===== src/ks_settings.svh =====
/*
  Widths and counts of the key-switch engine.
  Included by the packages and by every module that sizes a port or array.
*/
`ifndef KS_SETTINGS_SVH
`define KS_SETTINGS_SVH

// Ciphertext shape
`define KS_BLWE_N       8
`define KS_LWE_N        4
`define KS_MOD_W        16

// Decomposition
`define KS_BASE_LOG     4
`define KS_LEVEL        2

// Mod switch to 2N, N = 512
`define KS_MS_W         10

// Slots, queues and credits
`define KS_SLOT_NB      4
`define KS_CMD_DEPTH    2
`define KS_RES_CREDITS  4
`define KS_FMT_BUF_NB   2

`endif


===== src/ks_ctrl_pkg.sv =====
/*
  Control types of the key-switch engine.
  Import with ks_ctrl_pkg::* where the FSM or the error vector is needed.
*/
package ks_ctrl_pkg;

  // ------------------------------
  // Command FSM
  // ------------------------------
  typedef enum logic [1:0] {
    CTRL_IDLE   = 2'd0,
    CTRL_CHECK  = 2'd1,
    CTRL_DIGITS = 2'd2,
    CTRL_BODY   = 2'd3
  } ks_ctrl_state_t;

  // ------------------------------
  // Error vector
  // ------------------------------
  // Bit 0 is a command on an unloaded slot, bit 1 reserved
  typedef logic [1:0] ks_error_t;

endpackage


===== src/ks_data_pkg.sv =====
/*
  Data vectors carried between the key-switch blocks.
  Import with ks_data_pkg::* in the module header.
*/
`include "ks_settings.svh"

package ks_data_pkg;

  // One coefficient mod 2^16, also one accumulator lane
  typedef logic [`KS_MOD_W-1:0] ks_coef_t;

  typedef logic [`KS_BASE_LOG-1:0] ks_digit_t;

  // Mod-switched output word
  typedef logic [`KS_MS_W-1:0] ks_res_t;

  typedef logic [$clog2(`KS_SLOT_NB)-1:0] ks_pid_t;

  // Four mask lanes then the body lane in the top 16 bits
  typedef logic [(`KS_LWE_N+1)*`KS_MOD_W-1:0] ks_ksk_row_t;

  // Row index is coefficient * KS_LEVEL + level
  typedef logic [$clog2(`KS_BLWE_N*`KS_LEVEL)-1:0] ks_ksk_addr_t;

  // Flat coefficient RAM address, slot * 9 + word
  typedef logic [$clog2(`KS_SLOT_NB*(`KS_BLWE_N+1))-1:0] ks_ram_addr_t;

endpackage


===== src/key_switch.sv =====
/*
  LWE key-switch engine top level.
  Load ciphertexts and the KSK, then send pid commands; results come back under credits.
*/
`timescale 1ns/1ns
`include "ks_settings.svh"

module key_switch
  import ks_data_pkg::*;
  import ks_ctrl_pkg::*;
(
  input  logic         clk,
  input  logic         s_rst_n,

  // Loader
  input  logic         ldb_wr_en,
  input  ks_pid_t      ldb_wr_pid,
  input  ks_coef_t     ldb_wr_data,
  input  logic         ldb_wr_last,

  // KSK write port
  input  logic         ksk_wr_en,
  input  ks_ksk_addr_t ksk_wr_addr,
  input  ks_ksk_row_t  ksk_wr_data,

  // Sequencer commands
  input  ks_pid_t      seq_cmd_pid,
  input  logic         seq_cmd_vld,
  output logic         seq_cmd_credit,

  // Results
  output logic         ks_res_vld,
  output ks_res_t      ks_res_data,
  output ks_pid_t      ks_res_pid,
  output logic         ks_res_last,
  input  logic         ks_res_credit,

  output ks_error_t    ks_error
);

  logic                   ctrl_rd_en;
  ks_ram_addr_t           ctrl_rd_addr;
  ks_coef_t               rd_data;
  logic                   ctrl_consume_en;
  ks_pid_t                ctrl_consume_pid;
  logic [`KS_SLOT_NB-1:0] slot_loaded;

  logic                   ctrl_mult_vld;
  ks_digit_t              ctrl_mult_digit;
  ks_ksk_addr_t           ctrl_mult_addr;
  logic                   ctrl_mult_last;

  ks_coef_t               ctrl_fmt_body;
  ks_pid_t                ctrl_fmt_pid;
  logic                   ctrl_fmt_body_vld;
  logic                   fmt_buf_credit;

  ks_coef_t [`KS_LWE_N:0] mult_fmt_acc;
  logic                   mult_fmt_vld;
  logic                   err_unloaded;

  // ------------------------------
  // Sticky error
  // ------------------------------
  always_ff @(posedge clk) begin
    if (!s_rst_n) begin
      ks_error <= '0;
    end else begin
      ks_error[0] <= ks_error[0] | err_unloaded;
      ks_error[1] <= 1'b0;
    end
  end

  ks_blwe_ram u_blwe_ram (
    .clk              (clk),
    .s_rst_n          (s_rst_n),
    .ldb_wr_en        (ldb_wr_en),
    .ldb_wr_pid       (ldb_wr_pid),
    .ldb_wr_data      (ldb_wr_data),
    .ldb_wr_last      (ldb_wr_last),
    .ctrl_rd_en       (ctrl_rd_en),
    .ctrl_rd_addr     (ctrl_rd_addr),
    .ctrl_consume_en  (ctrl_consume_en),
    .ctrl_consume_pid (ctrl_consume_pid),
    .rd_data          (rd_data),
    .slot_loaded      (slot_loaded)
  );

  ks_control u_control (
    .clk               (clk),
    .s_rst_n           (s_rst_n),
    .seq_cmd_pid       (seq_cmd_pid),
    .seq_cmd_vld       (seq_cmd_vld),
    .seq_cmd_credit    (seq_cmd_credit),
    .slot_loaded       (slot_loaded),
    .rd_data           (rd_data),
    .ctrl_rd_en        (ctrl_rd_en),
    .ctrl_rd_addr      (ctrl_rd_addr),
    .ctrl_consume_en   (ctrl_consume_en),
    .ctrl_consume_pid  (ctrl_consume_pid),
    .ctrl_mult_vld     (ctrl_mult_vld),
    .ctrl_mult_digit   (ctrl_mult_digit),
    .ctrl_mult_addr    (ctrl_mult_addr),
    .ctrl_mult_last    (ctrl_mult_last),
    .ctrl_fmt_body     (ctrl_fmt_body),
    .ctrl_fmt_pid      (ctrl_fmt_pid),
    .ctrl_fmt_body_vld (ctrl_fmt_body_vld),
    .fmt_buf_credit    (fmt_buf_credit),
    .err_unloaded      (err_unloaded)
  );

  ks_mult u_mult (
    .clk             (clk),
    .s_rst_n         (s_rst_n),
    .ksk_wr_en       (ksk_wr_en),
    .ksk_wr_addr     (ksk_wr_addr),
    .ksk_wr_data     (ksk_wr_data),
    .ctrl_mult_vld   (ctrl_mult_vld),
    .ctrl_mult_digit (ctrl_mult_digit),
    .ctrl_mult_addr  (ctrl_mult_addr),
    .ctrl_mult_last  (ctrl_mult_last),
    .mult_fmt_acc    (mult_fmt_acc),
    .mult_fmt_vld    (mult_fmt_vld)
  );

  ks_result_format u_result_format (
    .clk               (clk),
    .s_rst_n           (s_rst_n),
    .mult_fmt_acc      (mult_fmt_acc),
    .mult_fmt_vld      (mult_fmt_vld),
    .ctrl_fmt_body     (ctrl_fmt_body),
    .ctrl_fmt_pid      (ctrl_fmt_pid),
    .ctrl_fmt_body_vld (ctrl_fmt_body_vld),
    .fmt_buf_credit    (fmt_buf_credit),
    .ks_res_vld        (ks_res_vld),
    .ks_res_data       (ks_res_data),
    .ks_res_pid        (ks_res_pid),
    .ks_res_last       (ks_res_last),
    .ks_res_credit     (ks_res_credit)
  );

endmodule


===== src/ks_blwe_ram.sv =====
/*
  Coefficient RAM holding one blind-rotated LWE per slot.
  The loader writes a_0..a_7 then b; control reads with one cycle latency.
*/
`timescale 1ns/1ns
`include "ks_settings.svh"

module ks_blwe_ram
  import ks_data_pkg::*;
(
  input  logic                   clk,
  input  logic                   s_rst_n,

  input  logic                   ldb_wr_en,
  input  ks_pid_t                ldb_wr_pid,
  input  ks_coef_t               ldb_wr_data,
  input  logic                   ldb_wr_last,

  input  logic                   ctrl_rd_en,
  input  ks_ram_addr_t           ctrl_rd_addr,
  input  logic                   ctrl_consume_en,
  input  ks_pid_t                ctrl_consume_pid,

  output ks_coef_t               rd_data,
  output logic [`KS_SLOT_NB-1:0] slot_loaded
);

  localparam int CT_WORDS = `KS_BLWE_N + 1;
  localparam int PTR_W    = $clog2(CT_WORDS);

  ks_coef_t         mem [`KS_SLOT_NB*CT_WORDS];
  logic [PTR_W-1:0] wr_ptr;
  ks_ram_addr_t     wr_addr;

  assign wr_addr = ks_ram_addr_t'(ldb_wr_pid) * ks_ram_addr_t'(CT_WORDS)
                 + ks_ram_addr_t'(wr_ptr);

  always_ff @(posedge clk) begin
    if (ldb_wr_en) begin
      mem[wr_addr] <= ldb_wr_data;
    end
    if (ctrl_rd_en) begin
      rd_data <= mem[ctrl_rd_addr];
    end
  end

  // Write pointer and loaded flags
  always_ff @(posedge clk) begin
    if (!s_rst_n) begin
      wr_ptr      <= '0;
      slot_loaded <= '0;
    end else begin
      if (ldb_wr_en) begin
        wr_ptr <= ldb_wr_last ? '0 : wr_ptr + PTR_W'(1);
      end
      if (ctrl_consume_en) begin
        slot_loaded[ctrl_consume_pid] <= 1'b0;
      end
      if (ldb_wr_en && ldb_wr_last) begin
        slot_loaded[ldb_wr_pid] <= 1'b1;
      end
    end
  end

  // Loader must wait until control has consumed the slot
  a_no_overwrite : assert property (@(posedge clk) disable iff (!s_rst_n)
    ldb_wr_en |-> !slot_loaded[ldb_wr_pid]);

endmodule


===== src/ks_control.sv =====
/*
  Command queue and sequencing of one key switch per pid command.
  Reads the slot, rounds each mask coefficient to 8 bits and issues two digits each.
*/
`timescale 1ns/1ns
`include "ks_settings.svh"

module ks_control
  import ks_data_pkg::*;
  import ks_ctrl_pkg::*;
(
  input  logic                   clk,
  input  logic                   s_rst_n,

  input  ks_pid_t                seq_cmd_pid,
  input  logic                   seq_cmd_vld,
  output logic                   seq_cmd_credit,

  input  logic [`KS_SLOT_NB-1:0] slot_loaded,
  input  ks_coef_t               rd_data,
  output logic                   ctrl_rd_en,
  output ks_ram_addr_t           ctrl_rd_addr,
  output logic                   ctrl_consume_en,
  output ks_pid_t                ctrl_consume_pid,

  output logic                   ctrl_mult_vld,
  output ks_digit_t              ctrl_mult_digit,
  output ks_ksk_addr_t           ctrl_mult_addr,
  output logic                   ctrl_mult_last,

  output ks_coef_t               ctrl_fmt_body,
  output ks_pid_t                ctrl_fmt_pid,
  output logic                   ctrl_fmt_body_vld,
  input  logic                   fmt_buf_credit,

  output logic                   err_unloaded
);

  localparam int Q_PTR_W  = $clog2(`KS_CMD_DEPTH);
  localparam int Q_CNT_W  = $clog2(`KS_CMD_DEPTH + 1);
  localparam int BUF_CR_W = $clog2(`KS_FMT_BUF_NB + 1);
  localparam int RD_IDX_W = $clog2(`KS_BLWE_N + 1);
  localparam int RND_W    = `KS_BASE_LOG * `KS_LEVEL;
  localparam ks_coef_t     RND_HALF   = ks_coef_t'(1 << (`KS_MOD_W - RND_W - 1));
  localparam ks_ksk_addr_t LAST_DIGIT = ks_ksk_addr_t'(`KS_BLWE_N * `KS_LEVEL - 1);

  ks_pid_t             cmd_q [`KS_CMD_DEPTH];
  logic [Q_PTR_W-1:0]  q_wp;
  logic [Q_PTR_W-1:0]  q_rp;
  logic [Q_CNT_W-1:0]  q_cnt;
  logic                q_pop;

  ks_ctrl_state_t      state;
  ks_ctrl_state_t      state_n;
  ks_pid_t             cur_pid;
  ks_ksk_addr_t        dig_cnt;
  logic [BUF_CR_W-1:0] buf_credits;
  logic                cmd_ok;
  logic [RD_IDX_W-1:0] rd_idx;
  ks_coef_t            round_sum;
  logic [RND_W-1:0]    rounded;

  assign q_pop        = (state == CTRL_IDLE) && (q_cnt != '0) && (buf_credits != '0);
  assign cmd_ok       = (state == CTRL_CHECK) && slot_loaded[cur_pid];
  assign err_unloaded = (state == CTRL_CHECK) && !slot_loaded[cur_pid];

  always_comb begin
    state_n = state;
    case (state)
      CTRL_IDLE:   if (q_pop) state_n = CTRL_CHECK;
      CTRL_CHECK:  state_n = cmd_ok ? CTRL_DIGITS : CTRL_IDLE;
      CTRL_DIGITS: if (dig_cnt == LAST_DIGIT) state_n = CTRL_BODY;
      default:     state_n = CTRL_IDLE;
    endcase
  end

  // ------------------------------
  // Slot reads
  // ------------------------------
  // Next coefficient is fetched on the low digit, the body after the last one
  assign ctrl_rd_en   = cmd_ok || ((state == CTRL_DIGITS) && dig_cnt[0]);
  assign rd_idx       = cmd_ok ? '0 : RD_IDX_W'(dig_cnt >> 1) + RD_IDX_W'(1);
  assign ctrl_rd_addr = ks_ram_addr_t'(cur_pid) * ks_ram_addr_t'(`KS_BLWE_N + 1)
                      + ks_ram_addr_t'(rd_idx);

  assign ctrl_consume_en  = (state == CTRL_BODY);
  assign ctrl_consume_pid = cur_pid;

  // Round to nearest on the top 8 bits
  assign round_sum = rd_data + RND_HALF;
  assign rounded   = round_sum[`KS_MOD_W-1 -: RND_W];

  always_ff @(posedge clk) begin
    if (!s_rst_n) begin
      state             <= CTRL_IDLE;
      q_wp              <= '0;
      q_rp              <= '0;
      q_cnt             <= '0;
      buf_credits       <= BUF_CR_W'(`KS_FMT_BUF_NB);
      dig_cnt           <= '0;
      seq_cmd_credit    <= 1'b0;
      ctrl_mult_vld     <= 1'b0;
      ctrl_fmt_body_vld <= 1'b0;
    end else begin
      state             <= state_n;
      seq_cmd_credit    <= q_pop;
      ctrl_mult_vld     <= (state == CTRL_DIGITS);
      ctrl_fmt_body_vld <= (state == CTRL_BODY);
      if (seq_cmd_vld) q_wp <= q_wp + Q_PTR_W'(1);
      if (q_pop) q_rp <= q_rp + Q_PTR_W'(1);
      q_cnt       <= q_cnt + Q_CNT_W'(seq_cmd_vld) - Q_CNT_W'(q_pop);
      // A dropped command never takes a buffer
      buf_credits <= buf_credits + BUF_CR_W'(fmt_buf_credit) - BUF_CR_W'(cmd_ok);
      if (cmd_ok) begin
        dig_cnt <= '0;
      end else if (state == CTRL_DIGITS) begin
        dig_cnt <= dig_cnt + ks_ksk_addr_t'(1);
      end
    end
  end

  // Queue storage and digit stream
  always_ff @(posedge clk) begin
    if (seq_cmd_vld) cmd_q[q_wp] <= seq_cmd_pid;
    if (q_pop) cur_pid <= cmd_q[q_rp];
    // High digit first
    ctrl_mult_digit <= dig_cnt[0] ? rounded[`KS_BASE_LOG-1:0]
                                  : rounded[RND_W-1 -: `KS_BASE_LOG];
    ctrl_mult_addr  <= dig_cnt;
    ctrl_mult_last  <= (dig_cnt == LAST_DIGIT);
    ctrl_fmt_body   <= rd_data;
    ctrl_fmt_pid    <= cur_pid;
  end

  // Sequencer only sends while holding a credit
  a_cmd_q_no_ovf : assert property (@(posedge clk) disable iff (!s_rst_n)
    seq_cmd_vld |-> (q_cnt < Q_CNT_W'(`KS_CMD_DEPTH)));

endmodule


===== src/ks_mult.sv =====
/*
  KSK storage and five-lane multiply-accumulate.
  Stage 1 reads the KSK row, stage 2 accumulates digit * lane mod 2^16.
*/
`timescale 1ns/1ns
`include "ks_settings.svh"

module ks_mult
  import ks_data_pkg::*;
(
  input  logic                          clk,
  input  logic                          s_rst_n,

  input  logic                          ksk_wr_en,
  input  ks_ksk_addr_t                  ksk_wr_addr,
  input  ks_ksk_row_t                   ksk_wr_data,

  input  logic                          ctrl_mult_vld,
  input  ks_digit_t                     ctrl_mult_digit,
  input  ks_ksk_addr_t                  ctrl_mult_addr,
  input  logic                          ctrl_mult_last,

  output ks_coef_t [`KS_LWE_N:0]        mult_fmt_acc,
  output logic                          mult_fmt_vld
);

  localparam int LANES    = `KS_LWE_N + 1;
  localparam int KSK_ROWS = `KS_BLWE_N * `KS_LEVEL;

  ks_ksk_row_t           ksk_mem [KSK_ROWS];

  logic                  s1_vld;
  logic                  s1_last;
  ks_digit_t             s1_digit;
  ks_ksk_row_t           s1_row;

  ks_coef_t [LANES-1:0]  acc;
  ks_coef_t [LANES-1:0]  acc_sum;

  always_ff @(posedge clk) begin
    if (ksk_wr_en) begin
      ksk_mem[ksk_wr_addr] <= ksk_wr_data;
    end
  end

  // ------------------------------
  // Stage 1: KSK row read
  // ------------------------------
  always_ff @(posedge clk) begin
    s1_digit <= ctrl_mult_digit;
    s1_last  <= ctrl_mult_last;
    s1_row   <= ksk_mem[ctrl_mult_addr];
  end

  // ------------------------------
  // Stage 2: accumulate
  // ------------------------------
  always_comb begin
    for (int l = 0; l < LANES; l++) begin
      acc_sum[l] = acc[l] + s1_row[l*`KS_MOD_W +: `KS_MOD_W] * ks_coef_t'(s1_digit);
    end
  end

  always_ff @(posedge clk) begin
    if (!s_rst_n) begin
      s1_vld       <= 1'b0;
      acc          <= '0;
      mult_fmt_vld <= 1'b0;
    end else begin
      s1_vld       <= ctrl_mult_vld;
      mult_fmt_vld <= s1_vld && s1_last;
      // Next ciphertext starts from zero
      if (s1_vld) begin
        acc <= s1_last ? '0 : acc_sum;
      end
    end
  end

  always_ff @(posedge clk) begin
    if (s1_vld && s1_last) begin
      mult_fmt_acc <= acc_sum;
    end
  end

endmodule


===== src/ks_result_format.sv =====
/*
  Result buffer, output forming and serialization.
  Words go out as a'_0..a'_3 then b', each mod-switched to 10 bits, under credits.
*/
`timescale 1ns/1ns
`include "ks_settings.svh"

module ks_result_format
  import ks_data_pkg::*;
(
  input  logic                   clk,
  input  logic                   s_rst_n,

  input  ks_coef_t [`KS_LWE_N:0] mult_fmt_acc,
  input  logic                   mult_fmt_vld,
  input  ks_coef_t               ctrl_fmt_body,
  input  ks_pid_t                ctrl_fmt_pid,
  input  logic                   ctrl_fmt_body_vld,
  output logic                   fmt_buf_credit,

  output logic                   ks_res_vld,
  output ks_res_t                ks_res_data,
  output ks_pid_t                ks_res_pid,
  output logic                   ks_res_last,
  input  logic                   ks_res_credit
);

  localparam int LANES  = `KS_LWE_N + 1;
  localparam int BUF_NB = `KS_FMT_BUF_NB;
  localparam int BUF_W  = $clog2(BUF_NB);
  localparam int WORD_W = $clog2(LANES);
  localparam int CR_W   = $clog2(`KS_RES_CREDITS + 1);
  localparam ks_coef_t MS_HALF = ks_coef_t'(1 << (`KS_MOD_W - `KS_MS_W - 1));

  ks_coef_t [LANES-1:0] buf_acc [BUF_NB];
  ks_coef_t             buf_body [BUF_NB];
  ks_pid_t              buf_pid [BUF_NB];
  logic [BUF_NB-1:0]    body_ok;
  logic [BUF_NB-1:0]    acc_ok;
  logic [BUF_W-1:0]     body_wp;
  logic [BUF_W-1:0]     acc_wp;
  logic [BUF_W-1:0]     rd_ptr;

  logic [WORD_W-1:0]    word_idx;
  logic [CR_W-1:0]      cr_cnt;
  logic                 fire;
  logic                 last_word;
  ks_coef_t             word;
  ks_coef_t             ms_sum;

  assign fire      = body_ok[rd_ptr] && acc_ok[rd_ptr] && (cr_cnt != '0);
  assign last_word = (word_idx == WORD_W'(LANES - 1));

  // a'_j = -acc_j, b' = b - acc_body, then add half and keep the top bits
  always_comb begin
    if (last_word) begin
      word = buf_body[rd_ptr] - buf_acc[rd_ptr][word_idx];
    end else begin
      word = ks_coef_t'(0) - buf_acc[rd_ptr][word_idx];
    end
    ms_sum = word + MS_HALF;
  end

  always_ff @(posedge clk) begin
    if (!s_rst_n) begin
      body_ok        <= '0;
      acc_ok         <= '0;
      body_wp        <= '0;
      acc_wp         <= '0;
      rd_ptr         <= '0;
      word_idx       <= '0;
      cr_cnt         <= CR_W'(`KS_RES_CREDITS);
      ks_res_vld     <= 1'b0;
      fmt_buf_credit <= 1'b0;
    end else begin
      ks_res_vld     <= fire;
      fmt_buf_credit <= fire && last_word;
      cr_cnt         <= cr_cnt + CR_W'(ks_res_credit) - CR_W'(fire);
      if (fire) begin
        if (last_word) begin
          word_idx        <= '0;
          body_ok[rd_ptr] <= 1'b0;
          acc_ok[rd_ptr]  <= 1'b0;
          rd_ptr          <= rd_ptr + BUF_W'(1);
        end else begin
          word_idx <= word_idx + WORD_W'(1);
        end
      end
      if (ctrl_fmt_body_vld) begin
        body_ok[body_wp] <= 1'b1;
        body_wp          <= body_wp + BUF_W'(1);
      end
      if (mult_fmt_vld) begin
        acc_ok[acc_wp] <= 1'b1;
        acc_wp         <= acc_wp + BUF_W'(1);
      end
    end
  end

  always_ff @(posedge clk) begin
    if (ctrl_fmt_body_vld) begin
      buf_body[body_wp] <= ctrl_fmt_body;
      buf_pid[body_wp]  <= ctrl_fmt_pid;
    end
    if (mult_fmt_vld) begin
      buf_acc[acc_wp] <= mult_fmt_acc;
    end
    ks_res_data <= ms_sum[`KS_MOD_W-1 -: `KS_MS_W];
    ks_res_pid  <= buf_pid[rd_ptr];
    ks_res_last <= last_word;
  end

  // Consumer never returns more than it was given
  a_cr_max : assert property (@(posedge clk) disable iff (!s_rst_n)
    cr_cnt <= CR_W'(`KS_RES_CREDITS));

endmodule


===== config.mk =====
export PLATFORM = sky130hd
export DESIGN_NAME = key_switch
export DESIGN_NICKNAME = d
export VERILOG_FILES = /design/src/ks_ctrl_pkg.sv /design/src/ks_data_pkg.sv /design/src/key_switch.sv /design/src/ks_blwe_ram.sv /design/src/ks_control.sv /design/src/ks_mult.sv /design/src/ks_result_format.sv
export VERILOG_INCLUDE_DIRS = /design/src /design/src/src
export SDC_FILE = /design/constraint.sdc
export NUM_CORES = 2
export LEC_CHECK = 0
export BUFFER_PORTS_ARGS = -buffer_cell sky130_fd_sc_hd__buf_2
export CORE_MARGIN = 5
export CORE_UTILIZATION = 60
export DETAILED_ROUTE_END_ITERATION = 7
export HOLD_SLACK_MARGIN = 0.12
export PLACE_DENSITY = 0.76
export SETUP_SLACK_MARGIN = 0.4
export SYNTH_ARGS = -nofsm -noshare
export SYNTH_HDL_FRONTEND = slang
export SYNTH_SLANG_ARGS = --single-unit

===== constraint.sdc =====
create_clock -name clk -period 19.3 [get_ports clk]
set_clock_uncertainty 0.1 [all_clocks]
set_input_delay 2.895 -clock clk [delete_from_list [all_inputs] [get_ports clk]]
set_output_delay 2.895 -clock clk [all_outputs]
set_load 0.02 [all_outputs]

# Word level (Yosys, flattened, before mapping)
# Memories as Yosys holds them, arrays and structs flattened. A register that Yosys moved wholly into a read port is not among the register bits.
# Index checks and enable logic that the tools add are counted.
word_totals:
  reg_bits: 245
  ram_bits: 2056
  out_inout_bits: 17
  elab_cells: 187
  n_memories: 6
op_classes:
  add_sub_neg: 26
  mul: 7
  n_lt_le_gt_ge: 11
  n_eq_ne: 7
  muxes: 53
  n_bitwise: 10
  n_reduce_logical: 24
mem_list:
  columns: ["name", "words", "word_bits", "rd", "rd_ports_with_merged_regs", "wr", "line", "text"]
  rows:
  - ["u_mult.ksk_mem", 16, 80, 1, 1, 1, "ks_mult.sv:30", "ks_ksk_row_t ksk_mem [KSK_ROWS];"]
  - ["u_blwe_ram.mem", 36, 16, 1, 1, 1, "ks_blwe_ram.sv:31", "ks_coef_t mem [`KS_SLOT_NB*CT_WORDS];"]
  - ["u_result_format.buf_acc", 2, 80, 1, 1, 1, "ks_result_format.sv:35", "ks_coef_t [LANES-1:0] buf_acc [BUF_NB];"]
  - ["u_result_format.buf_body", 2, 16, 1, 1, 1, "ks_result_format.sv:36", "ks_coef_t buf_body [BUF_NB];"]
  - ["u_control.cmd_q", 2, 2, 1, 1, 1, "ks_control.sv:47", "ks_pid_t cmd_q [`KS_CMD_DEPTH];"]
  - ["u_result_format.buf_pid", 2, 2, 1, 1, 1, "ks_result_format.sv:37", "ks_pid_t buf_pid [BUF_NB];"]
op_table:
  columns: ["op", "n"]
  rows:
  - ["$add A16 B16 Y16", 5]
  - ["$mul A16 B4 Y16", 5]
  - ["$mux W80", 1]
  - ["$bmux W16 S3", 1]
  - ["$mux W16", 2]
  - ["$mux W1", 24]
  - ["$mux W4", 6]
  - ["$mux W2", 11]
  - ["$add A16 B6 Y16 const B", 1]
  - ["$add A16 B8 Y16 const B", 1]
  - ["$sub A1 B16 Y16 const A", 1]
  - ["$sub A16 B16 Y16", 1]
  - ["$logic_and A1 B1 Y1", 15]
  - ["$add A6 B4 Y6", 2]
  - ["$mul A2 B4 Y6 const B", 2]
  - ["$add A4 B1 Y4 const B", 2]
  - ["$lt A1 B2 Y1 const B", 3]
  - ["$lt A2 B3 Y1 const B", 2]
  - ["$pmux W2 S3", 1]
  - ["$add A1 B1 Y1 const B", 5]
  - ["$add A2 B1 Y2", 2]
  - ["$add A3 B1 Y4 const B", 1]
  - ["$and A2 B2 Y2", 2]
  - ["$and A4 B4 Y4", 1]
  - ["29 further kinds", 41]

# Depth between registers and ports, before layout
logic_depth:
  depth_word: 11
  depth_mapped: 19
  ltp_nobuf: 17

# Hierarchy
# Synthesis repeated with hierarchy kept, for this count alone.
hier_totals:
  cells_unflattened: 5500
  area_unflattened_um2: 100094.7
by_module_without_submodules:
  columns: ["module", "n_inst", "cells_each", "area_each_um2", "seq_area_each_um2"]
  rows:
  - ["ks_mult", 1, 3522, 65250.1, 44182.4]
  - ["ks_blwe_ram", 1, 1267, 23692.7, 17937.2]
  - ["ks_result_format", 1, 544, 9267.6, 6466.2]
  - ["ks_control", 1, 163, 1845.5, 1021.0]
  - ["key_switch", 1, 4, 38.8, 20.0]

# Worst setup path after synthesis
# Ideal clock, no wire load.
synth_path:
  path_type: "input to register"
  start: "input port ksk_wr_addr[2]"
  end: "memory u_mult.ksk_mem[0][0] in the netlist's numbering, enable pin"
  t_arrival_ns: 8.832
  t_required_ns: 18.582
  path_slack_ns: 9.751
  path_stages: 2
  path_cell_list: "or3b_2 > nor3_1"
synth_rtl:
  columns: ["element", "line", "text"]
  rows:
  - ["start: declaration", "key_switch.sv:23", "input ks_ksk_addr_t ksk_wr_addr,"]
  - ["end: declaration", "ks_mult.sv:30", null]
# Straight into the memory's write port.

==> results.txt <==
status = complete, no violations
Worst Path Buf+Inv = 2
Slowest cell on crit path = fa_1
Layout area overhead = 11.2%
final setup violating endpoints = 0
1st-pass router iterations = 5
Final #Nets = 5880
critical path endpoint category = flop
Least-Margin Pin Slew = 1140 ps
Starting Density = 60.2%
most common cell after layout, fill and taps aside = edfxtp_1
final hold slack = 231 ps
highest clock rate = 177 MHz
Max VDD drop = 0.108 mV
total core area = 165000 µm²
startpoint types = flop
antenna-violating nets left = 0
GRT Overall Usage = 25.3%
first-pass GRT wire length = 326 mm
WL final = 216 mm
syn nets = 5645
Cell variety after synth = 80
sw frac = 24.1%
total CTS buffers = 227
post-CTS setup buffers = 0
most frequent cells in the layout = edfxtp_1, mux4_2, inv_1, and2_1, dfxtp_1
critical path class = flop to flop
Longest Clk Path Bufs = 3
final hold vios = 0
crit path cell chain = buf_4 -> nand2_1 -> fa_1 -> fa_1 -> fa_1 -> inv_1 -> ha_1 -> nor2b_1 -> o21ai_0 -> a21boi_0 -> o21ai_0 -> a21o_1 -> a21oi_1 -> or4_1 -> and3_1 -> or3_1 -> a32o_1
die footprint = 174000 µm²
post-route minimum period = 5660 ps
DRC errors left = 0
clock slew at reported path FFs = 60 ps
Syn Std Cell Area = 99300 µm²
Final Cycle Share = 29.3%
Die H = 417 µm
fillers = 10.4k
crit-path leading delay family = adder cells
hold_buf cts = 0
input/output buffers = 126
CP most frequent cell = fa_1
RSZ-0062 raised after global routing = false
post_cts resized = 0
H-tree depth = 4
EDFF count, synth = 2154
vias in the first global route = 50.3k
worst-path maximum fanout = 55
routed vias = 48.7k
R2R setup slack = 13640 ps
clock network fraction of total power = 37.5%
Sink Count = 2401
syn avg cell area = 19.1 µm²
Rel. slew slack = 24.3%
Reg power frac = 49.0%
final slew viol count = 0
ys async rst share = 0%
largest net degree at the start of global routing = 156
share of cells above drive strength 1 = 21.9%
Via density = 6.21
GPL Wtd Cong = 0.817
Comb power frac = 13.5%
P_sw = 2.87 mW
CP Data Required Time = 19940 ps
DR WL/cell = 27.6 µm
#FFs+latches synth = 2401
post-detailed-placement half-perimeter wirelength = 123 mm
DRT iter0 DRCs = 5707
die boundary width = 417 µm
Gate Count Post-Synth = 5207
GR Overflow Total = 0
CTS root buf = clkbuf_16
PD cells = 108 nW/µm²
Top Ports = 128
latest clock arrival within the worst-skew pair = 880 ps
Max-cap violations = 0
CP arrival = 6300 ps
CTS tree = built
Top FF cell, synth = edfxtp_1
Lkg Pwr = 36.7 nW
worst hold path type = flop to flop
Int Pwr = 9.02 mW
Setup TNS Final = 0 ps
Worst path max stage delay = 580 ps
antenna violations before repair = 30
yosys synthesis warning count = 0
row count = 149
post-synthesis sequential area ratio = 70.2%
[worst paths after layout]
path,start,to,depth (start not counted)
min,u_control.ctrl_mult_digit[2]$_DFF_P_,u_mult.s1_digit[2]$_DFF_P_,0
max,u_mult.s1_digit[1]$_DFF_P_,u_mult.acc[15]$_SDFFE_PN0P_,17
min reg2reg,u_control.ctrl_mult_digit[2]$_DFF_P_,u_mult.s1_digit[2]$_DFF_P_,0
max reg2reg,u_mult.s1_digit[1]$_DFF_P_,u_mult.acc[15]$_SDFFE_PN0P_,17
[synthesized netlist by cell type, types with 5 or more instances]
cell type / n / area [µm²]
a32o_1: 5 / 50.1
o22a_1: 15 / 131
o31a_1: 5 / 43.8
a21o_1: 21 / 158
dfxtp_1: 247 / 4940
a41oi_1: 5 / 43.8
a22oi_1: 60 / 450
nand4_1: 7 / 43.8
mux2i_1: 70 / 701
nand3_1: 29 / 145
inv_1: 354 / 1330
xnor2_1: 89 / 780
ha_1: 134 / 1680
o211ai_1: 7 / 52.6
nor2b_1: 101 / 632
buf_1: 44 / 165
nor2_1: 163 / 612
nor4_1: 5 / 31.3
or4_1: 6 / 45.0
mux4_2: 608 / 13700
xor2_1: 32 / 280
or3_1: 5 / 31.3
a31oi_1: 7 / 43.8
a21oi_1: 65 / 325
and2_1: 256 / 1600
a21boi_0: 9 / 67.6
edfxtp_1: 2154 / 64700
fa_1: 193 / 3860
o21a_1: 12 / 90.1
nand2b_1: 9 / 56.3
and3_1: 21 / 131
nand2_1: 126 / 473
mux2_2: 8 / 90.1
o311ai_0: 5 / 43.8
o21ai_0: 42 / 210
nor3_1: 36 / 180
nand3b_1: 8 / 60.1
clkbuf_1: 171 / 642
[sequential cells by signal (all words and copies together), names as in the netlist, 3 cells and up, named ones only]
| register | flops |
|---|---|
| u_mult.mult_fmt_acc | 80 |
| u_blwe_ram.rd_data | 16 |
| u_mult.ksk_mem | 1280 |
| u_result_format.buf_pid | 4 |
| u_mult.acc | 80 |
| u_result_format.buf_body | 32 |
| u_blwe_ram.wr_ptr | 4 |
| u_result_format.cr_cnt | 3 |
| u_control.ctrl_mult_addr | 4 |
| u_control.ctrl_fmt_body | 16 |
| u_mult.s1_row | 80 |
| u_result_format.buf_acc | 160 |
| u_blwe_ram.mem | 576 |
| u_control.cmd_q | 4 |
| u_control.ctrl_mult_digit | 4 |
| u_blwe_ram.slot_loaded | 4 |
| u_result_format.word_idx | 3 |
| u_control.dig_cnt | 4 |
| u_result_format.ks_res_data | 10 |
| u_mult.s1_digit | 4 |
[through the flow]
| stage | setup WS [ps] | area, µm² | utilization, % | total power, mW | std cells |
|---|---|---|---|---|---|
| CTS | 13630 | 110000 | 67.0 | 12.0 | 7830 |
| finish | 13640 | 110000 | 67.0 | 11.9 | 7841 |
| floorplan | 9750 | 99300 | - | 7.02 | 5207 |
| detailed placement | 13250 | 103000 | 62.4 | 7.53 | 7402 |
| global route | 13250 | 110000 | 67.0 | 12.3 | 7834 |
| global placement | 13360 | 103000 | 62.4 | 7.50 | 7402 |
[worst register-to-register path, stage by stage, from the launching register on]
cell,delay [ps]
dfxtp_2,570
buf_4,520
nand2_1,220
fa_1,580
fa_1,420
fa_1,490
inv_1,40
ha_1,300
nor2b_1,140
o21ai_0,210
a21boi_0,150
o21ai_0,210
a21o_1,170
a21oi_1,80
or4_1,570
and3_1,170
or3_1,380
a32o_1,200
[routing by layer]
metal	track usage [%]	up-vias	wire length, µm
met4	5.78	14	4070
li1	-	20700	-
met5	0	-	93
met2	41.1	2192	107000
met3	4.58	313	17600
met1	36.7	25500	86900
[power groups by stage]
| stage | Combinational, mW | Clock [mW] | Sequential [mW] |
|---|---|---|---|
| after detailed placement | 1.60 | 0 | 5.93 |
| after floorplan | 1.11 | 0 | 5.92 |
| after CTS | 1.61 | 4.52 | 5.82 |
| after global placement | 1.58 | 0 | 5.93 |
| final | 1.60 | 4.46 | 5.82 |
| after global routing | 1.74 | 4.77 | 5.83 |
[cell families (layout without fill, tap and decap cells)]
| group | count (synthesis) | in the layout | share of synthesized area, % |
|---|---|---|---|
| flops | 2401 | 2401 | 70.2 |
| xor+xnor | 121 | 121 | 1.07 |
| simple gates | 794 | 794 | 4.27 |
| compound gates | 299 | 299 | 2.12 |
| other cells | 1 | 12 | 0.00378 |
| mux | 687 | 687 | 14.6 |
| buf+inv | 577 | 1011 | 2.20 |
| fa+ha+maj | 327 | 327 | 5.58 |
[cell type report]
cell class              count  area [µm²]  share of cell area, %
diodes                     11        27.5                 0.0249
clock buffers             308        6260                   5.67
clock inverters           120        1310                   1.19
inverters                 356        1340                   1.21
multi-input cells        2229       27600                   25.0
flip-flops and latches   2401       69700                   63.1
well taps                2189        2740                   2.48
repair buffers            227        1440                   1.31
Power figures use the tool's default switching activity.
